--- src/core_settings.svh ---
`ifndef CORE_SETTINGS_SVH
`define CORE_SETTINGS_SVH

// datapath width of registers, operands and results
`define XLEN 32

// number of architectural registers, r0 included
`define REG_COUNT 32

// bits needed to name one register
`define REG_ADDR_W 5

`endif
--- src/pipe_pkg.sv ---
package pipe_pkg;

   // operation carried from decode into the ALU
   // signed and unsigned pairs stay distinct so the decoded op keeps
   // the instruction identity, even though both wrap the same way
   typedef enum logic [3:0] {
      ALU_ADD  = 4'd0,
      ALU_ADDU = 4'd1,
      ALU_SUB  = 4'd2,
      ALU_SUBU = 4'd3,
      ALU_AND  = 4'd4,
      ALU_OR   = 4'd5,
      ALU_XOR  = 4'd6,
      // shifts move the rt value, amount comes from the immediate slot
      ALU_SLL  = 4'd7,
      ALU_SRL  = 4'd8,
      ALU_SRA  = 4'd9
   } alu_op_e;

   // where the second ALU operand comes from
   typedef enum logic {
      SRC_RT  = 1'b0,
      SRC_IMM = 1'b1
   } op_src_e;

   // how decode builds the immediate slot
   // sign for addi/addiu, zero for logical immediates, shamt for shifts
   typedef enum logic [1:0] {
      IMM_SIGN  = 2'd0,
      IMM_ZERO  = 2'd1,
      IMM_SHAMT = 2'd2
   } imm_kind_e;

endpackage

--- src/isa_pkg.sv ---
`include "core_settings.svh"

package isa_pkg;

   // instruction field types
   // opcode sits in bits 31:26, funct in 5:0
   typedef logic [5:0]             opcode_t;
   typedef logic [5:0]             funct_t;
   // rs 25:21, rt 20:16, rd 15:11
   typedef logic [`REG_ADDR_W-1:0] reg_addr_t;
   // shift amount in bits 10:6
   typedef logic [4:0]             shamt_t;
   // immediate in bits 15:0
   typedef logic [15:0]            imm16_t;

   // primary opcodes
   // all register-register forms share OP_SPECIAL and are told apart by funct
   localparam opcode_t OP_SPECIAL = 6'h00;
   localparam opcode_t OP_ADDI    = 6'h08;
   localparam opcode_t OP_ADDIU   = 6'h09;
   // logical immediates, zero extended
   localparam opcode_t OP_ANDI    = 6'h0c;
   localparam opcode_t OP_ORI     = 6'h0d;
   localparam opcode_t OP_XORI    = 6'h0e;

   // secondary opcodes under OP_SPECIAL
   // shifts by the constant shamt field
   localparam funct_t FN_SLL     = 6'h00;
   localparam funct_t FN_SRL     = 6'h02;
   localparam funct_t FN_SRA     = 6'h03;
   // stops the core
   localparam funct_t FN_SYSCALL = 6'h0c;
   // arithmetic
   localparam funct_t FN_ADD     = 6'h20;
   localparam funct_t FN_ADDU    = 6'h21;
   localparam funct_t FN_SUB     = 6'h22;
   localparam funct_t FN_SUBU    = 6'h23;
   // bitwise logic
   localparam funct_t FN_AND     = 6'h24;
   localparam funct_t FN_OR      = 6'h25;
   localparam funct_t FN_XOR     = 6'h26;

endpackage

--- src/int_core.sv ---
`timescale 1ns/10ps
`include "core_settings.svh"

module int_core (
   input  logic                clk,
   input  logic                rst_b,
   input  logic                inst_valid,
   input  logic [`XLEN-1:0]    inst,
   output logic                wb_valid,
   output isa_pkg::reg_addr_t  wb_addr,
   output logic [`XLEN-1:0]    wb_data,
   output logic                halted,
   output logic                halt_illegal
);
   import isa_pkg::*;
   import pipe_pkg::*;

   // register file read side
   reg_addr_t        rd_rs_addr;
   reg_addr_t        rd_rt_addr;
   logic [`XLEN-1:0] rd_rs_data;
   logic [`XLEN-1:0] rd_rt_data;

   // decode to execute
   logic             dx_valid;
   alu_op_e          dx_alu_op;
   op_src_e          dx_src;
   reg_addr_t        dx_rs;
   reg_addr_t        dx_rt;
   logic [`XLEN-1:0] dx_rs_data;
   logic [`XLEN-1:0] dx_rt_data;
   logic [`XLEN-1:0] dx_imm;
   reg_addr_t        dx_dest;
   logic             dx_we;
   logic             dx_sys;
   logic             dx_ill;

   // execute to result, also the forwarding source
   logic             xr_valid;
   reg_addr_t        xr_dest;
   logic             xr_we;
   logic [`XLEN-1:0] xr_data;
   logic             xr_sys;
   logic             xr_ill;

   // register file write side
   logic             rf_we;
   reg_addr_t        rf_addr;
   logic [`XLEN-1:0] rf_data;

   // every port name matches the net of the same name above
   decode_stage decode_i (.*);

   execute_stage execute_i (.*);

   result_stage result_i (.*);

   reg_file reg_file_i (.*);

endmodule

--- src/result_stage.sv ---
`timescale 1ns/10ps
`include "core_settings.svh"

module result_stage (
   input  logic                clk,
   input  logic                rst_b,
   input  logic                xr_valid,
   input  isa_pkg::reg_addr_t  xr_dest,
   input  logic                xr_we,
   input  logic [`XLEN-1:0]    xr_data,
   input  logic                xr_sys,
   input  logic                xr_ill,
   // register file write port
   output logic                rf_we,
   output isa_pkg::reg_addr_t  rf_addr,
   output logic [`XLEN-1:0]    rf_data,
   // retire trace
   output logic                wb_valid,
   output isa_pkg::reg_addr_t  wb_addr,
   output logic [`XLEN-1:0]    wb_data,
   output logic                halted,
   output logic                halt_illegal
);

   // writes to r0 are dropped here
   logic write;
   logic retire_sys;
   logic retire_ill;
   // sticky halt state
   logic halt_q;
   logic ill_q;

   assign write = xr_valid & xr_we & (xr_dest != '0);

   assign rf_we    = write;
   assign rf_addr  = xr_dest;
   assign rf_data  = xr_data;
   assign wb_valid = write;
   assign wb_addr  = xr_dest;
   assign wb_data  = xr_data;

   assign retire_sys = xr_valid & xr_sys;
   assign retire_ill = xr_valid & xr_ill;

   always_ff @(posedge clk or negedge rst_b) begin
      if (!rst_b) begin
         halt_q <= 1'b0;
         ill_q  <= 1'b0;
      end else begin
         halt_q <= halt_q | retire_sys | retire_ill;
         ill_q  <= ill_q | retire_ill;
      end
   end

   // raised in the retire cycle itself, then held by the flops
   assign halted       = halt_q | retire_sys | retire_ill;
   assign halt_illegal = ill_q | retire_ill;

endmodule

--- src/execute_stage.sv ---
`timescale 1ns/10ps
`include "core_settings.svh"

module execute_stage (
   input  logic                clk,
   input  logic                rst_b,
   input  logic                dx_valid,
   input  pipe_pkg::alu_op_e   dx_alu_op,
   input  pipe_pkg::op_src_e   dx_src,
   input  isa_pkg::reg_addr_t  dx_rs,
   input  isa_pkg::reg_addr_t  dx_rt,
   input  logic [`XLEN-1:0]    dx_rs_data,
   input  logic [`XLEN-1:0]    dx_rt_data,
   input  logic [`XLEN-1:0]    dx_imm,
   input  isa_pkg::reg_addr_t  dx_dest,
   input  logic                dx_we,
   input  logic                dx_sys,
   input  logic                dx_ill,
   output logic                xr_valid,
   output isa_pkg::reg_addr_t  xr_dest,
   output logic                xr_we,
   output logic [`XLEN-1:0]    xr_data,
   output logic                xr_sys,
   output logic                xr_ill
);
   import isa_pkg::*;
   import pipe_pkg::*;

   // operands after forwarding
   logic [`XLEN-1:0] rs_val;
   logic [`XLEN-1:0] rt_val;
   // second operand, rt or immediate
   logic [`XLEN-1:0] op_b;
   // shifts only look at the low bits
   shamt_t           sh;
   logic [`XLEN-1:0] alu_res;

   // take the result one ahead when it writes this source
   // r0 is never forwarded, the register file already returns zero
   function automatic logic [`XLEN-1:0] fwd(input reg_addr_t src_reg,
                                            input logic [`XLEN-1:0] rf_val);
      logic hit;
      hit = xr_valid && xr_we && (xr_dest != '0) && (xr_dest == src_reg);
      return hit ? xr_data : rf_val;
   endfunction

   always_comb begin
      rs_val = fwd(dx_rs, dx_rs_data);
      rt_val = fwd(dx_rt, dx_rt_data);
   end

   always_comb begin
      op_b = (dx_src == SRC_IMM) ? dx_imm : rt_val;
      sh   = op_b[$bits(shamt_t)-1:0];
      // no overflow trap, so signed and unsigned forms both wrap
      case (dx_alu_op)
         ALU_ADD, ALU_ADDU: alu_res = rs_val + op_b;
         ALU_SUB, ALU_SUBU: alu_res = rs_val - op_b;
         ALU_AND:           alu_res = rs_val & op_b;
         ALU_OR:            alu_res = rs_val | op_b;
         ALU_XOR:           alu_res = rs_val ^ op_b;
         // shifted value is rt, amount sits in the immediate
         ALU_SLL:           alu_res = rt_val << sh;
         ALU_SRL:           alu_res = rt_val >> sh;
         ALU_SRA:           alu_res = $signed(rt_val) >>> sh;
         default:           alu_res = '0;
      endcase
   end

   // execute-to-result register, control part
   always_ff @(posedge clk or negedge rst_b) begin
      if (!rst_b) begin
         xr_valid <= 1'b0;
         xr_we    <= 1'b0;
         xr_sys   <= 1'b0;
         xr_ill   <= 1'b0;
      end else begin
         xr_valid <= dx_valid;
         xr_we    <= dx_valid & dx_we;
         xr_sys   <= dx_valid & dx_sys;
         xr_ill   <= dx_valid & dx_ill;
      end
   end

   // execute-to-result register, payload part
   always_ff @(posedge clk) begin
      xr_dest <= dx_dest;
      xr_data <= alu_res;
   end

endmodule

--- src/decode_stage.sv ---
`timescale 1ns/10ps
`include "core_settings.svh"

module decode_stage (
   input  logic                clk,
   input  logic                rst_b,
   input  logic                inst_valid,
   input  logic [`XLEN-1:0]    inst,
   input  logic [`XLEN-1:0]    rd_rs_data,
   input  logic [`XLEN-1:0]    rd_rt_data,
   output isa_pkg::reg_addr_t  rd_rs_addr,
   output isa_pkg::reg_addr_t  rd_rt_addr,
   output logic                dx_valid,
   output pipe_pkg::alu_op_e   dx_alu_op,
   output pipe_pkg::op_src_e   dx_src,
   output isa_pkg::reg_addr_t  dx_rs,
   output isa_pkg::reg_addr_t  dx_rt,
   output logic [`XLEN-1:0]    dx_rs_data,
   output logic [`XLEN-1:0]    dx_rt_data,
   output logic [`XLEN-1:0]    dx_imm,
   output isa_pkg::reg_addr_t  dx_dest,
   output logic                dx_we,
   output logic                dx_sys,
   output logic                dx_ill
);
   import isa_pkg::*;
   import pipe_pkg::*;

   // instruction held from acceptance until it moves to execute
   logic             iq_valid;
   logic [`XLEN-1:0] iq_inst;
   // sticky once a syscall or reserved instruction is taken
   logic             stopped_q;
   logic             stop;
   logic             accept;

   // raw fields of the held instruction
   opcode_t          op;
   funct_t           funct;
   reg_addr_t        rs;
   reg_addr_t        rt;
   reg_addr_t        rd;
   shamt_t           shamt;
   imm16_t           imm;

   // decoded controls
   alu_op_e          alu_op;
   op_src_e          src;
   imm_kind_e        imm_kind;
   reg_addr_t        dest;
   logic             we;
   logic             sys;
   logic             ill;
   logic [`XLEN-1:0] imm_ext;

   assign op    = iq_inst[31:26];
   assign rs    = iq_inst[25:21];
   assign rt    = iq_inst[20:16];
   assign rd    = iq_inst[15:11];
   assign shamt = iq_inst[10:6];
   assign funct = iq_inst[5:0];
   assign imm   = iq_inst[15:0];

   // a stopping instruction in the hold slot already blocks the next one
   assign stop   = stopped_q | (iq_valid & (sys | ill));
   assign accept = inst_valid & ~stop;

   always_ff @(posedge clk or negedge rst_b) begin
      if (!rst_b) begin
         iq_valid  <= 1'b0;
         stopped_q <= 1'b0;
      end else begin
         iq_valid  <= accept;
         stopped_q <= stop;
      end
   end

   always_ff @(posedge clk) begin
      if (accept) begin
         iq_inst <= inst;
      end
   end

   // opcode and funct to ALU op, operand source and destination
   always_comb begin
      alu_op   = ALU_ADD;
      src      = SRC_IMM;
      imm_kind = IMM_SIGN;
      dest     = rt;
      we       = 1'b1;
      sys      = 1'b0;
      ill      = 1'b0;
      case (op)
         OP_SPECIAL: begin
            // register forms write rd and take rt as second operand
            dest = rd;
            src  = SRC_RT;
            case (funct)
               FN_ADD:  alu_op = ALU_ADD;
               FN_ADDU: alu_op = ALU_ADDU;
               FN_SUB:  alu_op = ALU_SUB;
               FN_SUBU: alu_op = ALU_SUBU;
               FN_AND:  alu_op = ALU_AND;
               FN_OR:   alu_op = ALU_OR;
               FN_XOR:  alu_op = ALU_XOR;
               FN_SLL, FN_SRL, FN_SRA: begin
                  // shamt rides in the immediate slot
                  src      = SRC_IMM;
                  imm_kind = IMM_SHAMT;
                  alu_op   = (funct == FN_SLL) ? ALU_SLL :
                             (funct == FN_SRL) ? ALU_SRL : ALU_SRA;
               end
               FN_SYSCALL: begin
                  we  = 1'b0;
                  sys = 1'b1;
               end
               default: begin
                  we  = 1'b0;
                  ill = 1'b1;
               end
            endcase
         end
         OP_ADDI:  alu_op = ALU_ADD;
         OP_ADDIU: alu_op = ALU_ADDU;
         OP_ANDI: begin
            alu_op   = ALU_AND;
            imm_kind = IMM_ZERO;
         end
         OP_ORI: begin
            alu_op   = ALU_OR;
            imm_kind = IMM_ZERO;
         end
         OP_XORI: begin
            alu_op   = ALU_XOR;
            imm_kind = IMM_ZERO;
         end
         // any other opcode is reserved
         default: begin
            we  = 1'b0;
            ill = 1'b1;
         end
      endcase
   end

   // immediate extension
   always_comb begin
      case (imm_kind)
         IMM_ZERO:  imm_ext = {{(`XLEN-$bits(imm16_t)){1'b0}}, imm};
         IMM_SHAMT: imm_ext = {{(`XLEN-$bits(shamt_t)){1'b0}}, shamt};
         default:   imm_ext = {{(`XLEN-$bits(imm16_t)){imm[15]}}, imm};
      endcase
   end

   // operand reads happen while the instruction sits in the hold slot
   assign rd_rs_addr = rs;
   assign rd_rt_addr = rt;

   // decode-to-execute register, control part
   always_ff @(posedge clk or negedge rst_b) begin
      if (!rst_b) begin
         dx_valid <= 1'b0;
         dx_we    <= 1'b0;
         dx_sys   <= 1'b0;
         dx_ill   <= 1'b0;
      end else begin
         dx_valid <= iq_valid;
         dx_we    <= iq_valid & we;
         dx_sys   <= iq_valid & sys;
         dx_ill   <= iq_valid & ill;
      end
   end

   // decode-to-execute register, payload part
   always_ff @(posedge clk) begin
      dx_alu_op  <= alu_op;
      dx_src     <= src;
      dx_rs      <= rs;
      dx_rt      <= rt;
      dx_rs_data <= rd_rs_data;
      dx_rt_data <= rd_rt_data;
      dx_imm     <= imm_ext;
      dx_dest    <= dest;
   end

endmodule

--- src/reg_file.sv ---
`timescale 1ns/10ps
`include "core_settings.svh"

module reg_file (
   input  logic                clk,
   input  logic                rst_b,
   // write port, driven from the retiring instruction
   input  logic                rf_we,
   input  isa_pkg::reg_addr_t  rf_addr,
   input  logic [`XLEN-1:0]    rf_data,
   // two read ports for decode
   input  isa_pkg::reg_addr_t  rd_rs_addr,
   input  isa_pkg::reg_addr_t  rd_rt_addr,
   output logic [`XLEN-1:0]    rd_rs_data,
   output logic [`XLEN-1:0]    rd_rt_data
);

   // register array, entry 0 never written
   logic [`XLEN-1:0] regs [`REG_COUNT];

   always_ff @(posedge clk or negedge rst_b) begin
      if (!rst_b) begin
         for (int i = 0; i < `REG_COUNT; i++) begin
            regs[i] <= '0;
         end
      end else if (rf_we && (rf_addr != '0)) begin
         regs[rf_addr] <= rf_data;
      end
   end

   // r0 reads zero
   // a write in the same cycle bypasses the array, which covers the
   // instruction two ahead of the one being decoded
   assign rd_rs_data = (rd_rs_addr == '0)                 ? '0 :
                       (rf_we && (rf_addr == rd_rs_addr)) ? rf_data :
                                                            regs[rd_rs_addr];

   assign rd_rt_data = (rd_rt_addr == '0)                 ? '0 :
                       (rf_we && (rf_addr == rd_rt_addr)) ? rf_data :
                                                            regs[rd_rt_addr];

endmodule

--- config.mk ---
export PLATFORM = sky130hd
export DESIGN_NAME = int_core
export DESIGN_NICKNAME = d
export VERILOG_FILES = /design/src/pipe_pkg.sv /design/src/isa_pkg.sv /design/src/int_core.sv /design/src/result_stage.sv /design/src/execute_stage.sv /design/src/decode_stage.sv /design/src/reg_file.sv
export VERILOG_INCLUDE_DIRS = /design/src
export SDC_FILE = /design/constraint.sdc
export NUM_CORES = 2
export LEC_CHECK = 0
export BUFFER_PORTS_ARGS = -buffer_cell sky130_fd_sc_hd__clkbuf_2
export CORE_ASPECT_RATIO = 0.6
export CORE_UTILIZATION = 31
export DETAILED_ROUTE_END_ITERATION = 16
export PLACE_DENSITY_LB_ADDON = 0.1
export SLEW_MARGIN = 40
export SYNTH_ARGS = -nofsm -noshare
export SYNTH_HDL_FRONTEND = slang
export SYNTH_SLANG_ARGS = --single-unit
--- constraint.sdc ---
create_clock -name clk -period 6.54 [get_ports clk]
set_input_delay 0.327 -clock clk [delete_from_list [all_inputs] [get_ports clk]]
set_output_delay 0.327 -clock clk [all_outputs]
set_load 0.02 [all_outputs]
# Word level (Yosys, flattened, before mapping)
# Cells that the tools add are included.
# word_totals
reg_bits	1221
input_bits	35
out_inout_bits	40
word_cells	169
# classes
n_addsub	2
magnitude_cmp	4
eq_ne	30
shifts	3
mux	30
bitwise_logic	24
reduce_logical	21
# op_table
operator	count
bitwise mux 1024 bit	1
binary-select mux 32 bit (select 5 bit)	2
2-to-1 mux 32 bit	10
one-hot mux 32 bit (8 select lines)	1
demux 32 bit (select 5 bit)	1
one-hot mux 32 bit (2 select lines)	1
equality test 6 bit, second input constant	7
equality test 6 x 4 -> 1 bit, second input constant	6
adder 32 bit	1
bitwise AND 32 bit	1
bitwise OR 32 bit	1
left shift 32 x 5 -> 32 bit	1
right shift 32 x 5 -> 32 bit	1
>>> shifter 32 x 5 -> 32 bit	1
subtractor 32 bit	1
XOR 32 bit	1
one-hot mux 4 bit (7 select lines)	1
equality test 5 bit	4
one-hot mux 4 bit (5 select lines)	1
>= comparator 6 bit, second input constant	3
NOT 5 -> 6 bit	3
equality test 4 x 3 -> 1 bit, second input constant	4
bitwise AND 1 bit	12
equality test 6 x 2 -> 1 bit, second input constant	2
24 further kinds	47

# Logic depth before layout (Yosys ltp)
# logic_depth
depth_word	9
mapped_depth	27
depth_no_buf	23

# Cells and area by module
# From an unflattened synthesis, not the netlist that was laid out.
# hier_totals
cells_unflattened	5569
area_unflattened_um2	69718.1
# by_module_without_submodules
module	n_inst	cells_each	area_per_inst_um2
reg_file	1	3794	54712.5
execute_stage	1	1434	10458.8
decode_stage	1	259	3898.7
result_stage	1	82	648.1

# Worst setup path before layout
# Ideal clock, no wire load.
# synth_path
path_type	flip-flop to flip-flop
startpoint	register execute_i.xr_dest[4]
endpoint	register execute_i.xr_data[21]
setup_time_ns	0.134
t_arrival_ns	5.510
setup_slack_ns	0.896
stages_incl_launch_ff	25
path_buffers	5
period_less_slack_ns	5.644
cell_sequence	dfxtp_1 -> xor2_1 -> or4_4 -> buf_6 -> o21ai_2 -> a31o_1 -> buf_4 -> buf_4 -> buf_2 -> buf_2 -> ha_1 -> nand3_2 -> or3_1 -> o21ai_0 -> xnor2_1 -> ha_1 -> and3_1 -> nand3_1 -> nand3b_1 -> a31oi_1 -> o311ai_0 -> nand2_1 -> xor2_1 -> nor2_1 -> or4_1
# synth_via
elab_chain_len	7
# synth_lines
element	line	text
from (decl)	execute_stage.sv:20	output isa_pkg::reg_addr_t xr_dest,
from (signal assigned)	execute_stage.sv:87	xr_dest <= dx_dest;
nonzero test 5 bit	execute_stage.sv:43	hit = xr_valid && xr_we && (xr_dest != '0) && (xr_dest == src_reg);
logical AND 1 bit (2 in a row)	execute_stage.sv:43	
2-to-1 mux 32 bit	execute_stage.sv:44	return hit ? xr_data : rf_val;
2-to-1 mux 32 bit	execute_stage.sv:53	op_b = (dx_src == SRC_IMM) ? dx_imm : rt_val;
subtractor 32 bit, or another cell as far along	execute_stage.sv:58	ALU_SUB, ALU_SUBU: alu_res = rs_val - op_b;
one-hot mux 32 bit (8 select lines) (*)	execute_stage.sv:56	case (dx_alu_op)
to (signal assigned)	execute_stage.sv:88	xr_data <= alu_res;
to (decl)	execute_stage.sv:22	output logic [`XLEN-1:0] xr_data,
# Mark *: on every way between the ends. The rest lies on a longest branch, timed or not.
# A chain may end at the register's enable or synchronous reset.

# Final worst setup path
# layout_path
startpoint	register execute_i.xr_dest[4]
endpoint	register execute_i.xr_data[28]
# Same word-level chain as after synthesis.

==> results_dict.tcl <==
set metrics [dict create \
    crit_fanout 14 \
    fmaxAchievable_mhz 161.7 \
    place_area_um2 73300 \
    fin_worst_skew_ns 0.06453 \
    yosys_register_bits 1206 \
    cp-end-kind "flop" \
    final.fill_count 21190 \
    finalSetupViolations 0 \
    rsz0062_at_grt "false" \
    synth.net_count 5169 \
    die_y_um 367.6 \
    synth_area_um2 69060 \
    ctsLongestPathBuffers 3 \
    h-tree-depth 3 \
    nets 5076 \
    multi_input_area_um2 37220 \
    cts_buffers 121 \
    r2r_setup_slack_ns 0.36 \
    synth_edf_count 32 \
    fp.dieW_um 611.4 \
    clk_pin_slew_ns 0.07 \
    syn_inst 5034 \
    overflow 0 \
    routed_via_density 5.788 \
    avgSynthCellArea_um2 13.72 \
    grt_pass1_vias 45960 \
    synth_top_area_share_pct 37.54 \
    hold_violations 0 \
    drt-total-wl_um 276000 \
    fp.dieArea_um2 224700 \
    r2r_start "execute_i.xr_dest[4]$_DFF_P_" \
    startpoint "execute_i.xr_dest[4]$_DFF_P_" \
    final_area_um2 78200 \
    post-synth-top-count-cell "dfrtp_1" \
    drt-wirelength-per-cell_um 34.41 \
    gp_congestion 0.9857 \
    maxSlewViolCount 0 \
    tritoncts "yes" \
    antenna_found_initial 13 \
    synth_common_cells "1036 x dfrtp_1, 1032 x mux2_2, 646 x mux4_2" \
    crit_end "execute_i.xr_data[28]$_SDFF_PN0_" \
    worstMarginPinSlew_ns 0.9422 \
    netlist-cell-type-count 101 \
    ant_nets 0 \
    min_path_type "in -> async" \
    worstPathArrival_ns 6.85 \
    p_per_area_nw_per_um2 214.4 \
    final.min_clock_period_ns 6.185 \
    critPathRequiredTime_ns 7.20 \
    async_flop_share_pct 85.90 \
    firstDrtPassIters 6 \
    drv_cap 0 \
    status "finished clean" \
    grt_pass1_wl_um 389200 \
    ir_worst_vdd_uv 252.4 \
    area.growth.synth_to_final_pct 13.23 \
    rows 133 \
    io_pins 75 \
    fin_tns_setup_ns 0 \
    cts_root_buffer "clkbuf_16" \
    reg2reg_depth 19 \
    yosysSeqAreaShare_pct 42.93 \
    period_share_pct 94.57 \
    grt_max_degree 147 \
    yosys_warnings 0 \
    ys.flop_type "dfrtp_1" \
    clock_latency_ns 0.80 \
    netlist_top_cells_area "dfrtp_1 38%, mux4_2 21%, mux2_2 17%" \
    clock-sinks 1206 \
    r2r-end "execute_i.xr_data[28]$_SDFF_PN0_" \
    slew_headroom_pct 35.39 \
    start_util_pct 31.37 \
    drt_iter0_markers 4971 \
    vias 46410 \
    drc 0 \
    worst-setup-path-type "reg -> reg" \
    start_kind "flop" \
    seq_area_um2 29650 \
    power.leakage_nw 35.02 \
    io_buffer_count 74 \
    drive_gt1_share_pct 45.17 \
    hpwl_um 176300 \
    post-cts-setup-buffer-count 0 \
    core_area_um2 220200 \
    grt_use_total_pct 24.43 \
    yosysTopAreaCell "dfrtp_1" \
]
-- metrics by stage --
step / std cells / hold slack, ns / total power, mW / setup slack, ns / util, %
floorplan: 5034 / 0.03141 / 8.425 / 0.8958 / -
global placement: 7732 / 0.3264 / 9.075 / 0.4414 / 33.14
detailed placement: 7747 / 0.3256 / 9.075 / 0.3453 / 33.29
CTS: 8011 / 0.1822 / 16.95 / 0.2988 / 35.44
global route: 8018 / 0.06076 / 17.33 / 0.005639 / 35.52
finish: 8019 / 0.06718 / 16.77 / 0.3552 / 35.52
-- layout by cell type (no fill, tap or decap), drive strengths merged, types with 11 or more instances in the layout --
cell type       n
dlygate4sd3    34
o21ai         114
a21oi         110
nand2         163
nor2          218
o2bb2ai        11
bufinv         11
clkinv         33
dfxtp         138
a21o           14
a31oi          14
a211oi         83
clkbuf        252
edfxtp         32
nand3          38
and2           29
a221oi         32
o211ai         28
inv            91
mux2i         207
mux2         1037
xnor2          58
mux4          646
o22ai          11
nand4          20
xor2           21
nor2b          20
nand2b         11
buf           214
nor3           35
a22oi          11
and3           11
ha             99
dfrtp        1036
nor4           18
-- report_power, final --
part	switching (mW)	total (mW)	leakage (nW)	internal, mW
Sequential	0.0561	7.58	15.9	7.52
Combinational	0.995	1.38	16.9	0.386
Clock	3.44	7.81	2.16	4.37
Total	4.49	16.8	35.0	12.3
-- critical path: stages (launching register included) --
cell and delay (ns):
dfxtp_1 0.56, xor2_1 0.19, or4_4 0.71, o211a_1 0.29, a221oi_2 0.36, inv_1 0.22
nor4_2 0.55, and2_1 0.38, nor2_1 0.10, xnor2_1 0.14, ha_1 0.41, a211oi_1 0.25
o21ai_0 0.16, a21o_1 0.19, a32oi_1 0.32, nand2_1 0.21, a311oi_2 0.41, o21ai_0 0.16
xnor2_1 0.14, a211o_1 0.29
-- worst min path at each step --
| stage | cells past startpoint | endpoint | slack, ns |
|---|---|---|---|
| 2_1_floorplan | 0 | decode_i.dx_ill$_DFF_PN0_ | 0.03 |
| 3_3_place_gp | 0 | execute_i.xr_dest[3]$_DFF_P_ | 0.33 |
| 3_5_place_dp | 0 | execute_i.xr_dest[4]$_DFF_P_ | 0.33 |
| 4_1_cts | 2 | decode_i.iq_inst[31]$_DFFE_PP_ | 0.18 |
| 5_1_grt | 2 | reg_file_i.regs[641]$_DFFE_PN0P_ | 0.06 |
| 6_report | 2 | reg_file_i.regs[929]$_DFFE_PN0P_ | 0.07 |
-- registers in the layout, indices dropped and copies added, names as in the netlist, 4 cells and up --
register and count:
decode_i.iq_inst 32, decode_i.dx_alu_op 4, reg_file_i.regs 1024, execute_i.xr_dest 5, execute_i.xr_data 32, decode_i.dx_rs 5, decode_i.dx_rt_data 32, decode_i.dx_imm 17
decode_i.dx_rt 5, decode_i.dx_rs_data 32, decode_i.dx_dest 5
-- cell type report --
type / count / share of cell area (%)
clock inverter: 51 / 0.8960
inverter: 87 / 0.4256
antenna: 1 / 0.003200
timing repair buffer: 321 / 3.689
tap: 2970 / 4.752
multi-input combinational: 3204 / 47.60
clock buffer: 179 / 4.720
sequential: 1206 / 37.91
-- cell families (layout without fill, tap and decap cells) --
group           after synthesis  count (layout)  share of synthesized area [%]
xor+xnor                     79              79                          1.013
fa+ha+maj                   100             100                          1.823
compound gates              532             532                          5.326
buf+inv                     624             638                          3.620
mux                        1890            1890                          41.16
other cells                   0               1                              0
simple gates                603             603                          4.134
flops                      1206            1206                          42.93
-- per-layer routing --
| metal | vias up | global-route usage (%) | share of wire (%) |
|---|---|---|---|
| met2 | 1631 | 33.79 | 41 |
| met5 | - | 0 | 0.010 |
| met4 | 6 | 4.255 | 1.8 |
| li1 | 19110 | - | - |
| met3 | 258 | 5.724 | 7.5 |
| met1 | 25410 | 38.48 | 50 |
-- repair_timing --
| item | CTS | global route |
|---|---|---|
| endpoints found under the hold margin | 96 | 0 |
| resized for setup | 0 | 1 |
| setup endpoints to repair | 0 | 1 |
| hold buffers | 34 | 0 |
(Power assumes the default switching activity.)
